===== src/rvExecPkg.sv =====
package rvExecPkg;

	localparam int XLEN = 32;

	// major opcodes, instr[6:0]
	localparam logic [6:0] OPC_OP     = 7'b0110011;
	localparam logic [6:0] OPC_OPIMM  = 7'b0010011;
	localparam logic [6:0] OPC_LOAD   = 7'b0000011;
	localparam logic [6:0] OPC_STORE  = 7'b0100011;
	localparam logic [6:0] OPC_BRANCH = 7'b1100011;
	localparam logic [6:0] OPC_JAL    = 7'b1101111;
	localparam logic [6:0] OPC_JALR   = 7'b1100111;
	localparam logic [6:0] OPC_LUI    = 7'b0110111;
	localparam logic [6:0] OPC_AUIPC  = 7'b0010111;

	localparam int ALU_OP_W = 4;

	localparam logic [ALU_OP_W-1:0] ADD  = 4'd0;
	localparam logic [ALU_OP_W-1:0] SUB  = 4'd1;
	localparam logic [ALU_OP_W-1:0] SLL  = 4'd2;
	localparam logic [ALU_OP_W-1:0] SLT  = 4'd3;
	localparam logic [ALU_OP_W-1:0] SLTU = 4'd4;
	localparam logic [ALU_OP_W-1:0] XOR  = 4'd5;
	localparam logic [ALU_OP_W-1:0] SRL  = 4'd6;
	localparam logic [ALU_OP_W-1:0] SRA  = 4'd7;
	localparam logic [ALU_OP_W-1:0] OR   = 4'd8;
	localparam logic [ALU_OP_W-1:0] AND  = 4'd9;
	localparam logic [ALU_OP_W-1:0] EQ   = 4'd10; // branch compares from here on
	localparam logic [ALU_OP_W-1:0] NE   = 4'd11;
	localparam logic [ALU_OP_W-1:0] GES  = 4'd12;
	localparam logic [ALU_OP_W-1:0] GEU  = 4'd13; // highest defined code

	localparam int CLASS_W = 3;

	localparam logic [CLASS_W-1:0] CLS_ALU    = 3'd0;
	localparam logic [CLASS_W-1:0] CLS_LOAD   = 3'd1;
	localparam logic [CLASS_W-1:0] CLS_STORE  = 3'd2;
	localparam logic [CLASS_W-1:0] CLS_BRANCH = 3'd3;
	localparam logic [CLASS_W-1:0] CLS_JAL    = 3'd4;
	localparam logic [CLASS_W-1:0] CLS_JALR   = 3'd5;

	// one instruction word, seen as R or I layout
	typedef union packed {
		struct packed {
			logic [6:0] func7;
			logic [4:0] rs2;
			logic [4:0] rs1;
			logic [2:0] func3;
			logic [4:0] rd;
			logic [6:0] opcode;
		} rView;
		struct packed {
			logic [11:0] imm12;
			logic [4:0]  rs1;
			logic [2:0]  func3;
			logic [4:0]  rd;
			logic [6:0]  opcode;
		} iView;
	} instrWord;

endpackage

===== src/rvExecTop.sv =====
`timescale 1ns/1ps

module rvExecTop #(
	parameter int numRegs = 32
) (
	input  logic                       clk,
	input  logic                       arstN,
	input  logic                       instrValid,
	input  rvExecPkg::instrWord        instr,
	input  logic [rvExecPkg::XLEN-1:0] pc,
	output logic                       resultValid,
	output logic                       rdWrite,
	output logic [4:0]                 rdNum,
	output logic [rvExecPkg::XLEN-1:0] rdData,
	output logic                       branchTaken,
	output logic [rvExecPkg::XLEN-1:0] nextPc,
	output logic                       memRead,
	output logic                       memWrite,
	output logic [rvExecPkg::XLEN-1:0] memAddr,
	output logic [rvExecPkg::XLEN-1:0] storeData,
	output logic                       illegalInstr
);
	import rvExecPkg::*;

	// split stage outputs
	logic            fieldsValid;
	logic [6:0]      opcode;
	logic [2:0]      func3;
	logic            func7Bit5;
	logic            shiftArith;
	logic [4:0]      rs1Num;
	logic [4:0]      rs2Num;
	logic [4:0]      rdNumF;
	logic [XLEN-1:0] immValue;
	logic [XLEN-1:0] pcValue;

	// execute stage outputs
	logic               exValid;
	logic [XLEN-1:0]    aluResult;
	logic [CLASS_W-1:0] instrClass;
	logic [4:0]         exRd;
	logic [XLEN-1:0]    exPc;
	logic [XLEN-1:0]    exImm;
	logic [XLEN-1:0]    exStoreData;
	logic               illegal;

	// writeback loop
	logic            wbWrite;
	logic [4:0]      wbNum;
	logic [XLEN-1:0] wbData;

	instrFieldSplit instrFieldSplit_inst (
		.clk,
		.arstN,
		.instrValid,
		.instr,
		.pc,
		.fieldsValid,
		.opcode,
		.func3,
		.func7Bit5,
		.shiftArith,
		.rs1Num,
		.rs2Num,
		.rdNum(rdNumF),
		.immValue,
		.pcValue
	);

	opDecode #(
		.numRegs(numRegs)
	) opDecode_inst (
		.clk,
		.arstN,
		.fieldsValid,
		.opcode,
		.func3,
		.func7Bit5,
		.shiftArith,
		.rs1Num,
		.rs2Num,
		.rdNum(rdNumF),
		.immValue,
		.pcValue,
		.wbWrite,
		.wbNum,
		.wbData,
		.exValid,
		.aluResult,
		.instrClass,
		.exRd,
		.exPc,
		.exImm,
		.exStoreData,
		.illegal
	);

	resultStage resultStage_inst (
		.clk,
		.arstN,
		.exValid,
		.aluResult,
		.instrClass,
		.exRd,
		.exPc,
		.exImm,
		.exStoreData,
		.illegal,
		.resultValid,
		.rdWrite,
		.rdNum,
		.rdData,
		.branchTaken,
		.nextPc,
		.memRead,
		.memWrite,
		.memAddr,
		.storeData,
		.illegalInstr,
		.wbWrite,
		.wbNum,
		.wbData
	);

endmodule


===== src/resultStage.sv =====
`timescale 1ns/1ps

module resultStage (
	input  logic                          clk,
	input  logic                          arstN,
	input  logic                          exValid,
	input  logic [rvExecPkg::XLEN-1:0]    aluResult,
	input  logic [rvExecPkg::CLASS_W-1:0] instrClass,
	input  logic [4:0]                    exRd,
	input  logic [rvExecPkg::XLEN-1:0]    exPc,
	input  logic [rvExecPkg::XLEN-1:0]    exImm,
	input  logic [rvExecPkg::XLEN-1:0]    exStoreData,
	input  logic                          illegal,
	output logic                          resultValid,
	output logic                          rdWrite,
	output logic [4:0]                    rdNum,
	output logic [rvExecPkg::XLEN-1:0]    rdData,
	output logic                          branchTaken,
	output logic [rvExecPkg::XLEN-1:0]    nextPc,
	output logic                          memRead,
	output logic                          memWrite,
	output logic [rvExecPkg::XLEN-1:0]    memAddr,
	output logic [rvExecPkg::XLEN-1:0]    storeData,
	output logic                          illegalInstr,
	output logic                          wbWrite,
	output logic [4:0]                    wbNum,
	output logic [rvExecPkg::XLEN-1:0]    wbData
);
	import rvExecPkg::*;

	logic            live;
	logic [XLEN-1:0] pcPlus4;
	logic            writeNext;
	logic [XLEN-1:0] dataNext;
	logic [XLEN-1:0] pcNext;
	logic            takenNext;

	assign live    = exValid && !illegal; // illegal has no side effect
	assign pcPlus4 = exPc + XLEN'(4);

	always_comb
	begin
		writeNext = 1'b0;
		dataNext  = aluResult;
		pcNext    = pcPlus4;
		takenNext = 1'b0;
		case (instrClass)
			CLS_ALU:
				writeNext = 1'b1;
			CLS_JAL:
			begin
				writeNext = 1'b1;
				dataNext  = pcPlus4; // link
				pcNext    = aluResult;
			end
			CLS_JALR:
			begin
				writeNext = 1'b1;
				dataNext  = pcPlus4;
				pcNext    = {aluResult[XLEN-1:1], 1'b0};
			end
			CLS_BRANCH:
			begin
				takenNext = aluResult[0]; // compare result is 0 or 1
				if (aluResult[0])
					pcNext = exPc + exImm;
			end
			default:
				writeNext = 1'b0; // load and store
		endcase
	end

	always_ff @(posedge clk or negedge arstN)
	begin
		if (!arstN)
		begin
			resultValid  <= 1'b0;
			illegalInstr <= 1'b0;
			rdWrite      <= 1'b0;
			branchTaken  <= 1'b0;
			memRead      <= 1'b0;
			memWrite     <= 1'b0;
			rdNum        <= '0;
			rdData       <= '0;
			nextPc       <= '0;
			memAddr      <= '0;
			storeData    <= '0;
		end
		else
		begin
			resultValid  <= exValid;
			illegalInstr <= exValid && illegal;
			rdWrite      <= live && writeNext && exRd != 5'd0;
			branchTaken  <= live && takenNext;
			memRead      <= live && instrClass == CLS_LOAD;
			memWrite     <= live && instrClass == CLS_STORE;
			if (exValid)
			begin
				rdNum     <= exRd;
				rdData    <= dataNext;
				nextPc    <= pcNext;
				memAddr   <= aluResult; // rs1 + imm
				storeData <= exStoreData;
			end
		end
	end

	// writeback loop into the register file
	assign wbWrite = rdWrite;
	assign wbNum   = rdNum;
	assign wbData  = rdData;

	memOneStrobe: assert property (@(posedge clk) disable iff (!arstN)
		(memRead || memWrite) |-> resultValid && !(memRead && memWrite));

endmodule


===== src/opDecode.sv =====
`timescale 1ns/1ps

module opDecode #(
	parameter int numRegs = 32
) (
	input  logic                          clk,
	input  logic                          arstN,
	input  logic                          fieldsValid,
	input  logic [6:0]                    opcode,
	input  logic [2:0]                    func3,
	input  logic                          func7Bit5,
	input  logic                          shiftArith,
	input  logic [4:0]                    rs1Num,
	input  logic [4:0]                    rs2Num,
	input  logic [4:0]                    rdNum,
	input  logic [rvExecPkg::XLEN-1:0]    immValue,
	input  logic [rvExecPkg::XLEN-1:0]    pcValue,
	input  logic                          wbWrite,
	input  logic [4:0]                    wbNum,
	input  logic [rvExecPkg::XLEN-1:0]    wbData,
	output logic                          exValid,
	output logic [rvExecPkg::XLEN-1:0]    aluResult,
	output logic [rvExecPkg::CLASS_W-1:0] instrClass,
	output logic [4:0]                    exRd,
	output logic [rvExecPkg::XLEN-1:0]    exPc,
	output logic [rvExecPkg::XLEN-1:0]    exImm,
	output logic [rvExecPkg::XLEN-1:0]    exStoreData,
	output logic                          illegal
);
	import rvExecPkg::*;

	logic [XLEN-1:0]     rs1Data;
	logic [XLEN-1:0]     rs2Data;
	logic [ALU_OP_W-1:0] opNext;
	logic [XLEN-1:0]     xNext;
	logic [XLEN-1:0]     yNext;
	logic [CLASS_W-1:0]  classNext;
	logic                illegalNext;
	logic [ALU_OP_W-1:0] aluOp;
	logic [XLEN-1:0]     aluX;
	logic [XLEN-1:0]     aluY;

	regFile #(
		.numRegs(numRegs)
	) regFile_inst (
		.clk,
		.arstN,
		.readNum0(rs1Num),
		.readNum1(rs2Num),
		.writeEnable(wbWrite),
		.writeNum(wbNum),
		.writeData(wbData),
		.readData0(rs1Data),
		.readData1(rs2Data)
	);

	aluUnit aluUnit_inst (
		.aluOp,
		.aluX,
		.aluY,
		.aluOut(aluResult)
	);

	// default is rs1 + imm, the load / store / jalr case
	always_comb
	begin
		opNext      = ADD;
		xNext       = rs1Data;
		yNext       = immValue;
		classNext   = CLS_ALU;
		illegalNext = 1'b0;
		case (opcode)
			OPC_OP, OPC_OPIMM:
			begin
				if (opcode == OPC_OP)
					yNext = rs2Data;
				case (func3)
					3'd0: opNext = (opcode == OPC_OP && func7Bit5) ? SUB : ADD;
					3'd1: opNext = SLL;
					3'd2: opNext = SLT;
					3'd3: opNext = SLTU;
					3'd4: opNext = XOR;
					3'd5: opNext = shiftArith ? SRA : SRL; // bit 30 in both formats
					3'd6: opNext = OR;
					default: opNext = AND;
				endcase
			end
			OPC_BRANCH:
			begin
				yNext     = rs2Data;
				classNext = CLS_BRANCH;
				case (func3)
					3'd0: opNext = EQ; // beq
					3'd1: opNext = NE; // bne
					3'd4: opNext = SLT; // blt
					3'd5: opNext = GES; // bge
					3'd6: opNext = SLTU; // bltu
					3'd7: opNext = GEU; // bgeu
					default: illegalNext = 1'b1;
				endcase
			end
			OPC_LOAD:
				classNext = CLS_LOAD;
			OPC_STORE:
				classNext = CLS_STORE;
			OPC_JALR:
				classNext = CLS_JALR;
			OPC_JAL:
			begin
				xNext     = pcValue; // target = pc + imm
				classNext = CLS_JAL;
			end
			OPC_AUIPC:
				xNext = pcValue;
			OPC_LUI:
				xNext = '0;
			default:
				illegalNext = 1'b1;
		endcase
	end

	always_ff @(posedge clk or negedge arstN)
	begin
		if (!arstN)
		begin
			exValid     <= 1'b0;
			aluOp       <= ADD;
			aluX        <= '0;
			aluY        <= '0;
			instrClass  <= CLS_ALU;
			exRd        <= '0;
			exPc        <= '0;
			exImm       <= '0;
			exStoreData <= '0;
			illegal     <= 1'b0;
		end
		else
		begin
			exValid <= fieldsValid;
			if (fieldsValid)
			begin
				aluOp       <= opNext;
				aluX        <= xNext;
				aluY        <= yNext;
				instrClass  <= classNext;
				exRd        <= rdNum;
				exPc        <= pcValue;
				exImm       <= immValue; // branch offset
				exStoreData <= rs2Data;
				illegal     <= illegalNext;
			end
		end
	end

	exOpDefined: assert property (@(posedge clk) disable iff (!arstN)
		exValid && !illegal |-> aluOp <= GEU);

endmodule


===== src/instrFieldSplit.sv =====
`timescale 1ns/1ps

module instrFieldSplit (
	input  logic                       clk,
	input  logic                       arstN,
	input  logic                       instrValid,
	input  rvExecPkg::instrWord        instr,
	input  logic [rvExecPkg::XLEN-1:0] pc,
	output logic                       fieldsValid,
	output logic [6:0]                 opcode,
	output logic [2:0]                 func3,
	output logic                       func7Bit5,
	output logic                       shiftArith,
	output logic [4:0]                 rs1Num,
	output logic [4:0]                 rs2Num,
	output logic [4:0]                 rdNum,
	output logic [rvExecPkg::XLEN-1:0] immValue,
	output logic [rvExecPkg::XLEN-1:0] pcValue
);
	import rvExecPkg::*;

	logic [31:0]     raw;
	logic [XLEN-1:0] immNext;

	assign raw = instr;

	// immediate by format, sign bit is always instr[31]
	always_comb
	begin
		case (instr.rView.opcode)
			OPC_OPIMM, OPC_LOAD, OPC_JALR:
				immNext = {{20{instr.iView.imm12[11]}}, instr.iView.imm12};
			OPC_STORE:
				immNext = {{20{instr.rView.func7[6]}}, instr.rView.func7, instr.rView.rd};
			OPC_BRANCH:
				immNext = {{20{raw[31]}}, raw[7], raw[30:25], raw[11:8], 1'b0};
			OPC_LUI, OPC_AUIPC:
				immNext = {raw[31:12], 12'b0};
			OPC_JAL:
				immNext = {{12{raw[31]}}, raw[19:12], raw[20], raw[30:21], 1'b0};
			default:
				immNext = '0; // R type and unknown opcodes
		endcase
	end

	always_ff @(posedge clk or negedge arstN)
	begin
		if (!arstN)
		begin
			fieldsValid <= 1'b0;
			opcode      <= '0;
			func3       <= '0;
			func7Bit5   <= 1'b0;
			shiftArith  <= 1'b0;
			rs1Num      <= '0;
			rs2Num      <= '0;
			rdNum       <= '0;
			immValue    <= '0;
			pcValue     <= '0;
		end
		else
		begin
			fieldsValid <= instrValid;
			if (instrValid)
			begin
				opcode     <= instr.rView.opcode;
				func3      <= instr.rView.func3;
				func7Bit5  <= instr.rView.func7[5]; // sub / sra select
				shiftArith <= instr.iView.imm12[10]; // srai select
				rs1Num     <= instr.rView.rs1;
				rs2Num     <= instr.rView.rs2;
				rdNum      <= instr.rView.rd;
				immValue   <= immNext;
				pcValue    <= pc;
			end
		end
	end

endmodule


===== src/aluUnit.sv =====
`timescale 1ns/1ps

module aluUnit (
	input  logic [rvExecPkg::ALU_OP_W-1:0] aluOp,
	input  logic [rvExecPkg::XLEN-1:0]     aluX,
	input  logic [rvExecPkg::XLEN-1:0]     aluY,
	output logic [rvExecPkg::XLEN-1:0]     aluOut
);
	import rvExecPkg::*;

	logic [4:0] shamt;

	assign shamt = aluY[4:0]; // only low five bits shift

	always_comb
	begin
		case (aluOp)
			ADD:
				aluOut = aluX + aluY;
			SUB:
				aluOut = aluX - aluY;
			SLL:
				aluOut = aluX << shamt;
			SLT:
				aluOut = XLEN'($signed(aluX) < $signed(aluY));
			SLTU:
				aluOut = XLEN'(aluX < aluY);
			XOR:
				aluOut = aluX ^ aluY;
			SRL:
				aluOut = aluX >> shamt;
			SRA:
				aluOut = $signed(aluX) >>> shamt; // sign fill
			OR:
				aluOut = aluX | aluY;
			AND:
				aluOut = aluX & aluY;
			EQ:
				aluOut = XLEN'(aluX == aluY);
			NE:
				aluOut = XLEN'(aluX != aluY);
			GES:
				aluOut = XLEN'($signed(aluX) >= $signed(aluY));
			GEU:
				aluOut = XLEN'(aluX >= aluY);
			default:
				aluOut = '0;
		endcase
	end

endmodule


===== src/regFile.sv =====
`timescale 1ns/1ps

module regFile #(
	parameter int numRegs = 32
) (
	input  logic                       clk,
	input  logic                       arstN,
	input  logic [4:0]                 readNum0,
	input  logic [4:0]                 readNum1,
	input  logic                       writeEnable,
	input  logic [4:0]                 writeNum,
	input  logic [rvExecPkg::XLEN-1:0] writeData,
	output logic [rvExecPkg::XLEN-1:0] readData0,
	output logic [rvExecPkg::XLEN-1:0] readData1
);
	import rvExecPkg::*;

	localparam int IDX_W = $clog2(numRegs);

	logic [XLEN-1:0] regs [numRegs];

	// x0 and numbers past the array read as zero
	assign readData0 = (readNum0 != 5'd0 && readNum0 < numRegs) ?
		regs[readNum0[IDX_W-1:0]] : '0;
	assign readData1 = (readNum1 != 5'd0 && readNum1 < numRegs) ?
		regs[readNum1[IDX_W-1:0]] : '0;

	always_ff @(posedge clk or negedge arstN)
	begin
		if (!arstN)
			regs <= '{default: '0};
		else if (writeEnable && writeNum != 5'd0 && writeNum < numRegs)
			regs[writeNum[IDX_W-1:0]] <= writeData;
	end

	// writeback number comes from resultStage, must fit this file
	wrNumInRange: assert property (@(posedge clk) disable iff (!arstN)
		writeEnable |-> writeNum < numRegs);

endmodule


===== config.mk =====
export PLATFORM = sky130hd
export DESIGN_NAME = rvExecTop
export DESIGN_NICKNAME = d
export VERILOG_FILES = /design/src/rvExecPkg.sv /design/src/rvExecTop.sv /design/src/resultStage.sv /design/src/opDecode.sv /design/src/instrFieldSplit.sv /design/src/aluUnit.sv /design/src/regFile.sv
export SDC_FILE = /design/constraint.sdc
export NUM_CORES = 2
export LEC_CHECK = 0
export BUFFER_PORTS_ARGS = -buffer_cell sky130_fd_sc_hd__buf_2
export CORE_MARGIN = 2
export CORE_UTILIZATION = 50
export CTS_CLUSTER_SIZE = 40
export DETAILED_ROUTE_END_ITERATION = 16
export PLACE_DENSITY = 0.69
export SLEW_MARGIN = 0
export SYNTH_ARGS = -nofsm -noshare
export SYNTH_HDL_FRONTEND = slang
export SYNTH_SLANG_ARGS = --single-unit

===== constraint.sdc =====
create_clock -name clk -period 4.5 [get_ports clk]
set_clock_uncertainty 0.05 [all_clocks]
set_input_delay 0 -clock clk [delete_from_list [all_inputs] [get_ports clk]]
set_output_delay 0 -clock clk [all_outputs]
set_load 0.02 [all_outputs]

# Word-level counts from Yosys, hierarchy flattened
# Cells that the tools add are included.
# totals
romBits,0
ramBits,0
output_inout_bits,139
n_memories,0
reg_bits,1428
in_bits,67
latchBits,0
elab_cells,182
# classes
shift,3
order_cmp,8
n_addsub,4
bitwise,6
mux,29
n_reduce_logical,26
n_eq_ne,44
n_mul,0
div,0
# ops
op,count
$bwmux 1024,1
$pmux 32 s14,1
$bmux 32 s5,2
$mux 32,10
$demux 32 s5,1
$pmux 32 s5,1
$pmux 32 s2,2
$pmux 32 s3,1
$add 32x32->32,2
$ge 32x32->1,2
$lt 32x32->1,2
$eq 7x7->1 const B,6
$eq 7x6->1 const B,5
$add 32x3->32 const B,1
$and 32x32->32,1
$eq 32x32->1,1
$ne 32x32->1,1
$or 32x32->32,1
$shl 32x5->32,1
$shr 32x5->32,1
$sshr 32x5->32,1
$sub 32x32->32,1
$xor 32x32->32,1
$eq 7x5->1 const B,4
other kinds (26),70

# Depth between registers and ports, before layout
# depth
ltp_word,7
ltp_mapped,18
depth_no_buf,14

# Cells and area by module
# From an unflattened synthesis, not the netlist that was laid out.
# hier_totals
hier_cells,6705
hier_area_um2,83182.3
# modules_own_cells
mod,area_each_um2,instances,cells_per_inst,seq_area_each_um2
regFile,55182.9,1,3613,25624.6
aluUnit,8700.8,1,1335,0.0
resultStage,8329.2,1,831,3478.3
opDecode,7231.9,1,640,4354.2
instrFieldSplit,3737.3,1,286,2277.2

# Least setup slack after synthesis
# OpenSTA, ideal clock, no wires.
# synth_path
kind,reg-to-reg
from,register opDecode_inst.aluY[2]
to,register resultStage_inst.nextPc[25] in the netlist's numbering
setup_ns,0.126
path_buffers,4
setup_slack_ns,0.167
synth_period_minus_slack_ns,4.333
path_stages_with_launch,17
arrival_ns,4.157
required_ns,4.324
cell_sequence,dfrtp_1 -> clkinv_1 -> buf_1 -> clkbuf_1 -> clkbuf_1 -> ha_1 -> buf_2 -> o211ai_1 -> o211ai_1 -> a21oi_1 -> nand2_1 -> a31oi_1 -> o21ai_0 -> a221o_1 -> nor4_1 -> o21ai_0 -> o32a_1
# synth_between
elab_chain_len,4
word_cells_on_any_way,14
cone_classes,2 x add/sub; 4 x order compare; 2 x eq/ne; 3 x shift; 3 x mux
# synth_rtl
item,line_no,text
from (decl),opDecode.sv:41,logic [XLEN-1:0] aluY;
from (signal assigned),opDecode.sv:144,aluY <= yNext;
$ge 32x32->1 (tied with other cells),aluUnit.sv:45,aluOut = XLEN'(aluX >= aluY);
$pmux 32 s14 *,aluUnit.sv:17,case (aluOp)
$mux 32,resultStage.sv:65,if (aluResult[0])
$pmux 32 s3 *,resultStage.sv:47,case (instrClass)
to (signal assigned),resultStage.sv:101,nextPc <= pcNext;
to (decl),resultStage.sv:19,"output logic [rvExecPkg::XLEN-1:0] nextPc,"
# Mark *: on every way between the ends. The rest lies on a longest branch, timed or not.
# A chain may end at the register's enable or synchronous reset.

# Worst setup path in the final report
# layout_path
from,register opDecode_inst.aluX[0]
to,register resultStage_inst.rdData[26] in the netlist's numbering
# layout_between
elab_chain_len,3
word_cells_on_any_way,7
cone_classes,2 x add/sub; 3 x shift; 2 x mux
# layout_rtl
item,line_no,text
from (decl),opDecode.sv:40,logic [XLEN-1:0] aluX;
from (signal assigned),opDecode.sv:143,aluX <= xNext;
$sub 32x32->32 (tied with other cells),aluUnit.sv:21,aluOut = aluX - aluY;
$pmux 32 s14 *,aluUnit.sv:17,
$mux 32 *,resultStage.sv:47,
to (signal assigned),resultStage.sv:100,rdData <= dataNext;
to (decl),resultStage.sv:17,"output logic [rvExecPkg::XLEN-1:0] rdData,"
# Marks and branches as above.

==> summary.md <==
| Metric | Value |
|---|---|
| Number of synthesized flops with an enable pin | 0 |
| Final std cell area, no fill | 93,000 um2 |
| Number of buffers between clock root and the deepest sink | 3 |
| Largest area contributor in the synthesized netlist | dfrtp_1 |
| Core footprint | 161,000 um2 |
| Pin slew with the least headroom to its limit | 1.37 ns |
| Register area share after synthesis | 0.440 |
| TritonCTS clock tree | yes |
| Arrival time of data at the critical path endpoint | 4.97 ns |
| Synth async-reset ratio | 1.00 |
| 1st-iter DRT viols | 7,548 |
| Worst setup path endpoint | resultStage_inst.rdData[26]$_DFFE_PN0P_ |
| Global routing usage summed across all routing layers | 0.366 |
| Worst slack at placement | 0.215 ns |
| Classification of the worst setup path | reg2reg |
| Slack of the worst reg-to-reg path | 0.20 ns |
| Worst Setup Slack, final | 0.200 ns |
| Site Rows | 147 |
| Number of sinks on the clock net | 1,428 |
| Area share of the largest cell type after synthesis | 0.440 |
| Top FF cell, synth | dfrtp_1 |
| Number of different library cells in the post-synthesis netlist | 103 |
| Setup TNS | 0 ns |
| Pin count of the biggest net entering global routing | 181 |
| Via count of the first global-routing pass | 60,400 |
| Number of detailed-routing iterations run before antenna repair | 8 |
| Number of buffers added by the clock tree synthesis step | 156 |
| Syn Inst Count | 6,299 |
| Average size of a mapped cell | 12.9 um2 |
| Total overflow reported by the global router | 0 |
| Crit start category | flip-flop |
| Max Cap Viol | 0 |
| Drt via density | 6.80 |
| Average detailed-routed wire length per instance | 33.9 um |
| List of most frequent post-synthesis cells | dfrtp_1, mux2_2, mux4_2, clkbuf_1, nor2_1 |
| HP Class | in2reg |
| Routability-driven placement congestion ratio | 1.04 |
| Crit Path Max Fanout | 7 |
| PD cells | 392 nW/um2 |
| Final slew viol count | 0 |
| Total leakage power | 41.7 nW |
| Global-route wire length before repair | 434 mm |
| Outcome | finished, final reports clean |
| Total number of vias | 60,300 |
| Worst-case reg-to-reg path depth | 16 |
| Number of hold-slack violations in the final timing report | 0 |
| Growth of design area from synthesis to finish | 14.5% |
| Final number of setup-violating endpoints | 0 |
| Post-detailed-routing wire length | 300 mm |
| Final #Nets | 6,775 |
| Clock latency at the later pin of the worst-skew pair | 0.84 ns |
| Clock root buffer master | clkbuf_16 |
| Die width | 407 um |
| Final HPWL from detailed placement | 204 mm |
| Final Power | 0.0365 W |
| I/O pin count | 206 |
| Register clock-pin slew on the reported worst setup and hold paths | 0.06 ns |
| Yosys reg bits | 1,428 |
| Worst slew margin relative to its limit | 0.0894 |
| Number of buffers added on ports | 205 |
| Layout cells sized above 1 | 0.402 |
| Launch point of the worst reg-to-reg path | opDecode_inst.aluX[0]$_DFFE_PN0P_ |
| Launching instance or port of the critical path | opDecode_inst.aluX[0]$_DFFE_PN0P_ |
| Placed standard-cell area | 86,200 um2 |
| Die Ht | 407 um |
| Critical register-to-register path endpoint | resultStage_inst.rdData[26]$_DFFE_PN0P_ |
| Top cells by area, synth | dfrtp_1, mux4_2, mux2_2, clkbuf_1, ha_1 |
| Post-layout minimum cycle time | 4.30 ns |
| Final antenna-violating net count | 0 |
| WP data required | 5.17 ns |
| Total nets after synthesis | 6,498 |
| H-tree level count | 4 |
| Synthesized area | 81,200 um2 |
| Die area | 166,000 um2 |
| Worst vdd ir | 0.332 mV |
| RSZ-0062 raised after global routing | no |
| Most frequent cell after synthesis | dfrtp_1 |
| Number of antenna violations at the first check in global routing | 18 |
| Number of warnings reported in the yosys synthesis log | 0 |
| Effective utilization at floorplan | 0.504 |
| DRC violation count after routing | 0 |
| Share of the clock period used by the worst path | 0.955 |
| Crit. End Element | flip-flop |
| Maximum achievable frequency | 233 MHz |
how the worst min path moves through the flow:
stage | cells after the start | slack, ns | to | from
4_1_cts | 3 | 0.01 | instrFieldSplit_inst.rdNum[4]$_DFFE_PN0P_ | instr[11]
2_1_floorplan | 0 | -0.35 | instrFieldSplit_inst.fieldsValid$_DFF_PN0_ | arstN
3_3_place_gp | 1 | -0.15 | opDecode_inst.regFile_inst.regs[953]$_DFFE_PN0P_ | arstN
5_1_grt | 3 | 0.06 | instrFieldSplit_inst.rs2Num[4]$_DFFE_PN0P_ | instr[24]
6_report | 3 | 0.08 | instrFieldSplit_inst.rdNum[4]$_DFFE_PN0P_ | instr[11]
3_5_place_dp | 1 | -0.15 | opDecode_inst.regFile_inst.regs[953]$_DFFE_PN0P_ | arstN
through the flow:
step / util / cells / hold slack, ns
floorplan: - / 6299 / -0.346
global placement: 0.535 / 8430 / -0.148
detailed placement: 0.535 / 8430 / -0.145
CTS: 0.578 / 8860 / 0.0109
global route: 0.578 / 8862 / 0.0555
finish: 0.578 / 8867 / 0.0765
routing by layer:
metal,vias to the layer above,GRT usage,wire (um),part of all wire
li1,24400,-,-,-
met1,31700,0.486,116000,0.39
met2,3409,0.544,134000,0.45
met3,826,0.0974,30400,0.10
met4,10,0.208,19700,0.066
met5,-,0,58,0.00019
timing repair:
action | 4_1_cts | 5_1_grt
endpoints found under the hold margin | 1275 | 0
setup buffers | 0 | 1
hold buffers | 147 | 0
setup endpoints to repair | 0 | 2
gates resized for setup | 0 | 1
power by group:
group / leakage [nW] / internal (W) / switching (W)
combinational: 19.8 / 0.00328 / 0.00425
sequential: 19.3 / 0.0139 / 0.00162
clock: 2.59 / 0.00779 / 0.00562
total: 41.7 / 0.0250 / 0.0115
registers in the layout (all words and copies together) (netlist names), 7 cells and up:
signal and cells:
instrFieldSplit_inst.pcValue 32, resultStage_inst.memAddr 32, opDecode_inst.regFile_inst.regs 1024, opDecode_inst.exImm 32
opDecode_inst.aluY 32, opDecode_inst.aluX 32, resultStage_inst.rdData 32, resultStage_inst.storeData 32
resultStage_inst.nextPc 32, opDecode_inst.exPc 32, opDecode_inst.exStoreData 32, instrFieldSplit_inst.immValue 32
instrFieldSplit_inst.opcode 7
final cells by class:
class | instances | area [um2]
Antenna cell | 6 | 15.0
Clock buffer | 221 | 4440
Clock inverter | 62 | 863
Fill cell | 12700 | 68000
Inverter | 137 | 514
Multi-Input combinational cell | 4145 | 42800
Sequential cell | 1428 | 35800
Tap cell | 2160 | 2700
Timing Repair Buffer | 708 | 5850
critical path, cell delays in order, from the launching register on:
cell and delay [ns]:
dfrtp_1 0.46, inv_1 0.12, ha_1 0.22, inv_1 0.07, fa_1 0.21, nor2b_1 0.19
o211ai_1 0.18, a21oi_2 0.27, buf_4 0.17, a21oi_1 0.13, o41ai_2 0.79, a211oi_1 0.19
buf_4 0.21, a221o_1 0.33, a21oi_1 0.33, nand2_1 0.10, a22o_1 0.19
logic make-up (layout without fill, tap and decap cells):
family	count (synthesis)	in the layout	synth area share
XOR/XNOR	58	58	0.00626
other	0	6	0
AND/OR/NAND/NOR	1014	1014	0.0559
multiplexers	1933	1933	0.363
AO/OA/AOI/OAI	1008	1008	0.0790
adder cells (fa/ha/maj)	132	132	0.0206
flip-flops	1428	1428	0.440
buffers and inverters	726	1128	0.0348
placed cells by master, fill, tap and decap left out, types with 18 or more instances in the layout:
cell type / netlist / routed
buf_4: 3 / 305
ha_1: 129 / 129
buf_12: 1 / 54
a31oi_1: 34 / 34
o22ai_1: 28 / 28
clkbuf_8: 0 / 25
o211ai_1: 40 / 40
inv_1: 132 / 132
nor2b_1: 25 / 25
nand3_1: 60 / 60
and3_1: 21 / 21
a221oi_1: 18 / 18
mux4_2: 680 / 680
nand4_1: 24 / 24
o21ai_0: 290 / 289
clkinv_2: 0 / 24
nor3_1: 39 / 37
xnor2_1: 42 / 42
a22oi_1: 42 / 42
a21o_1: 38 / 38
dfrtp_1: 1428 / 1413
buf_2: 23 / 203
nor4_1: 19 / 18
nand2_1: 338 / 321
clkbuf_16: 0 / 158
a211oi_1: 46 / 46
dlygate4sd3_1: 0 / 146
nand2b_1: 29 / 28
mux2_2: 1106 / 1106
mux2i_1: 132 / 132
a21oi_1: 276 / 276
clkbuf_1: 481 / 38
nor2_1: 378 / 363
o21a_1: 18 / 18
No activity file was read; power rests on OpenSTA's default activity.
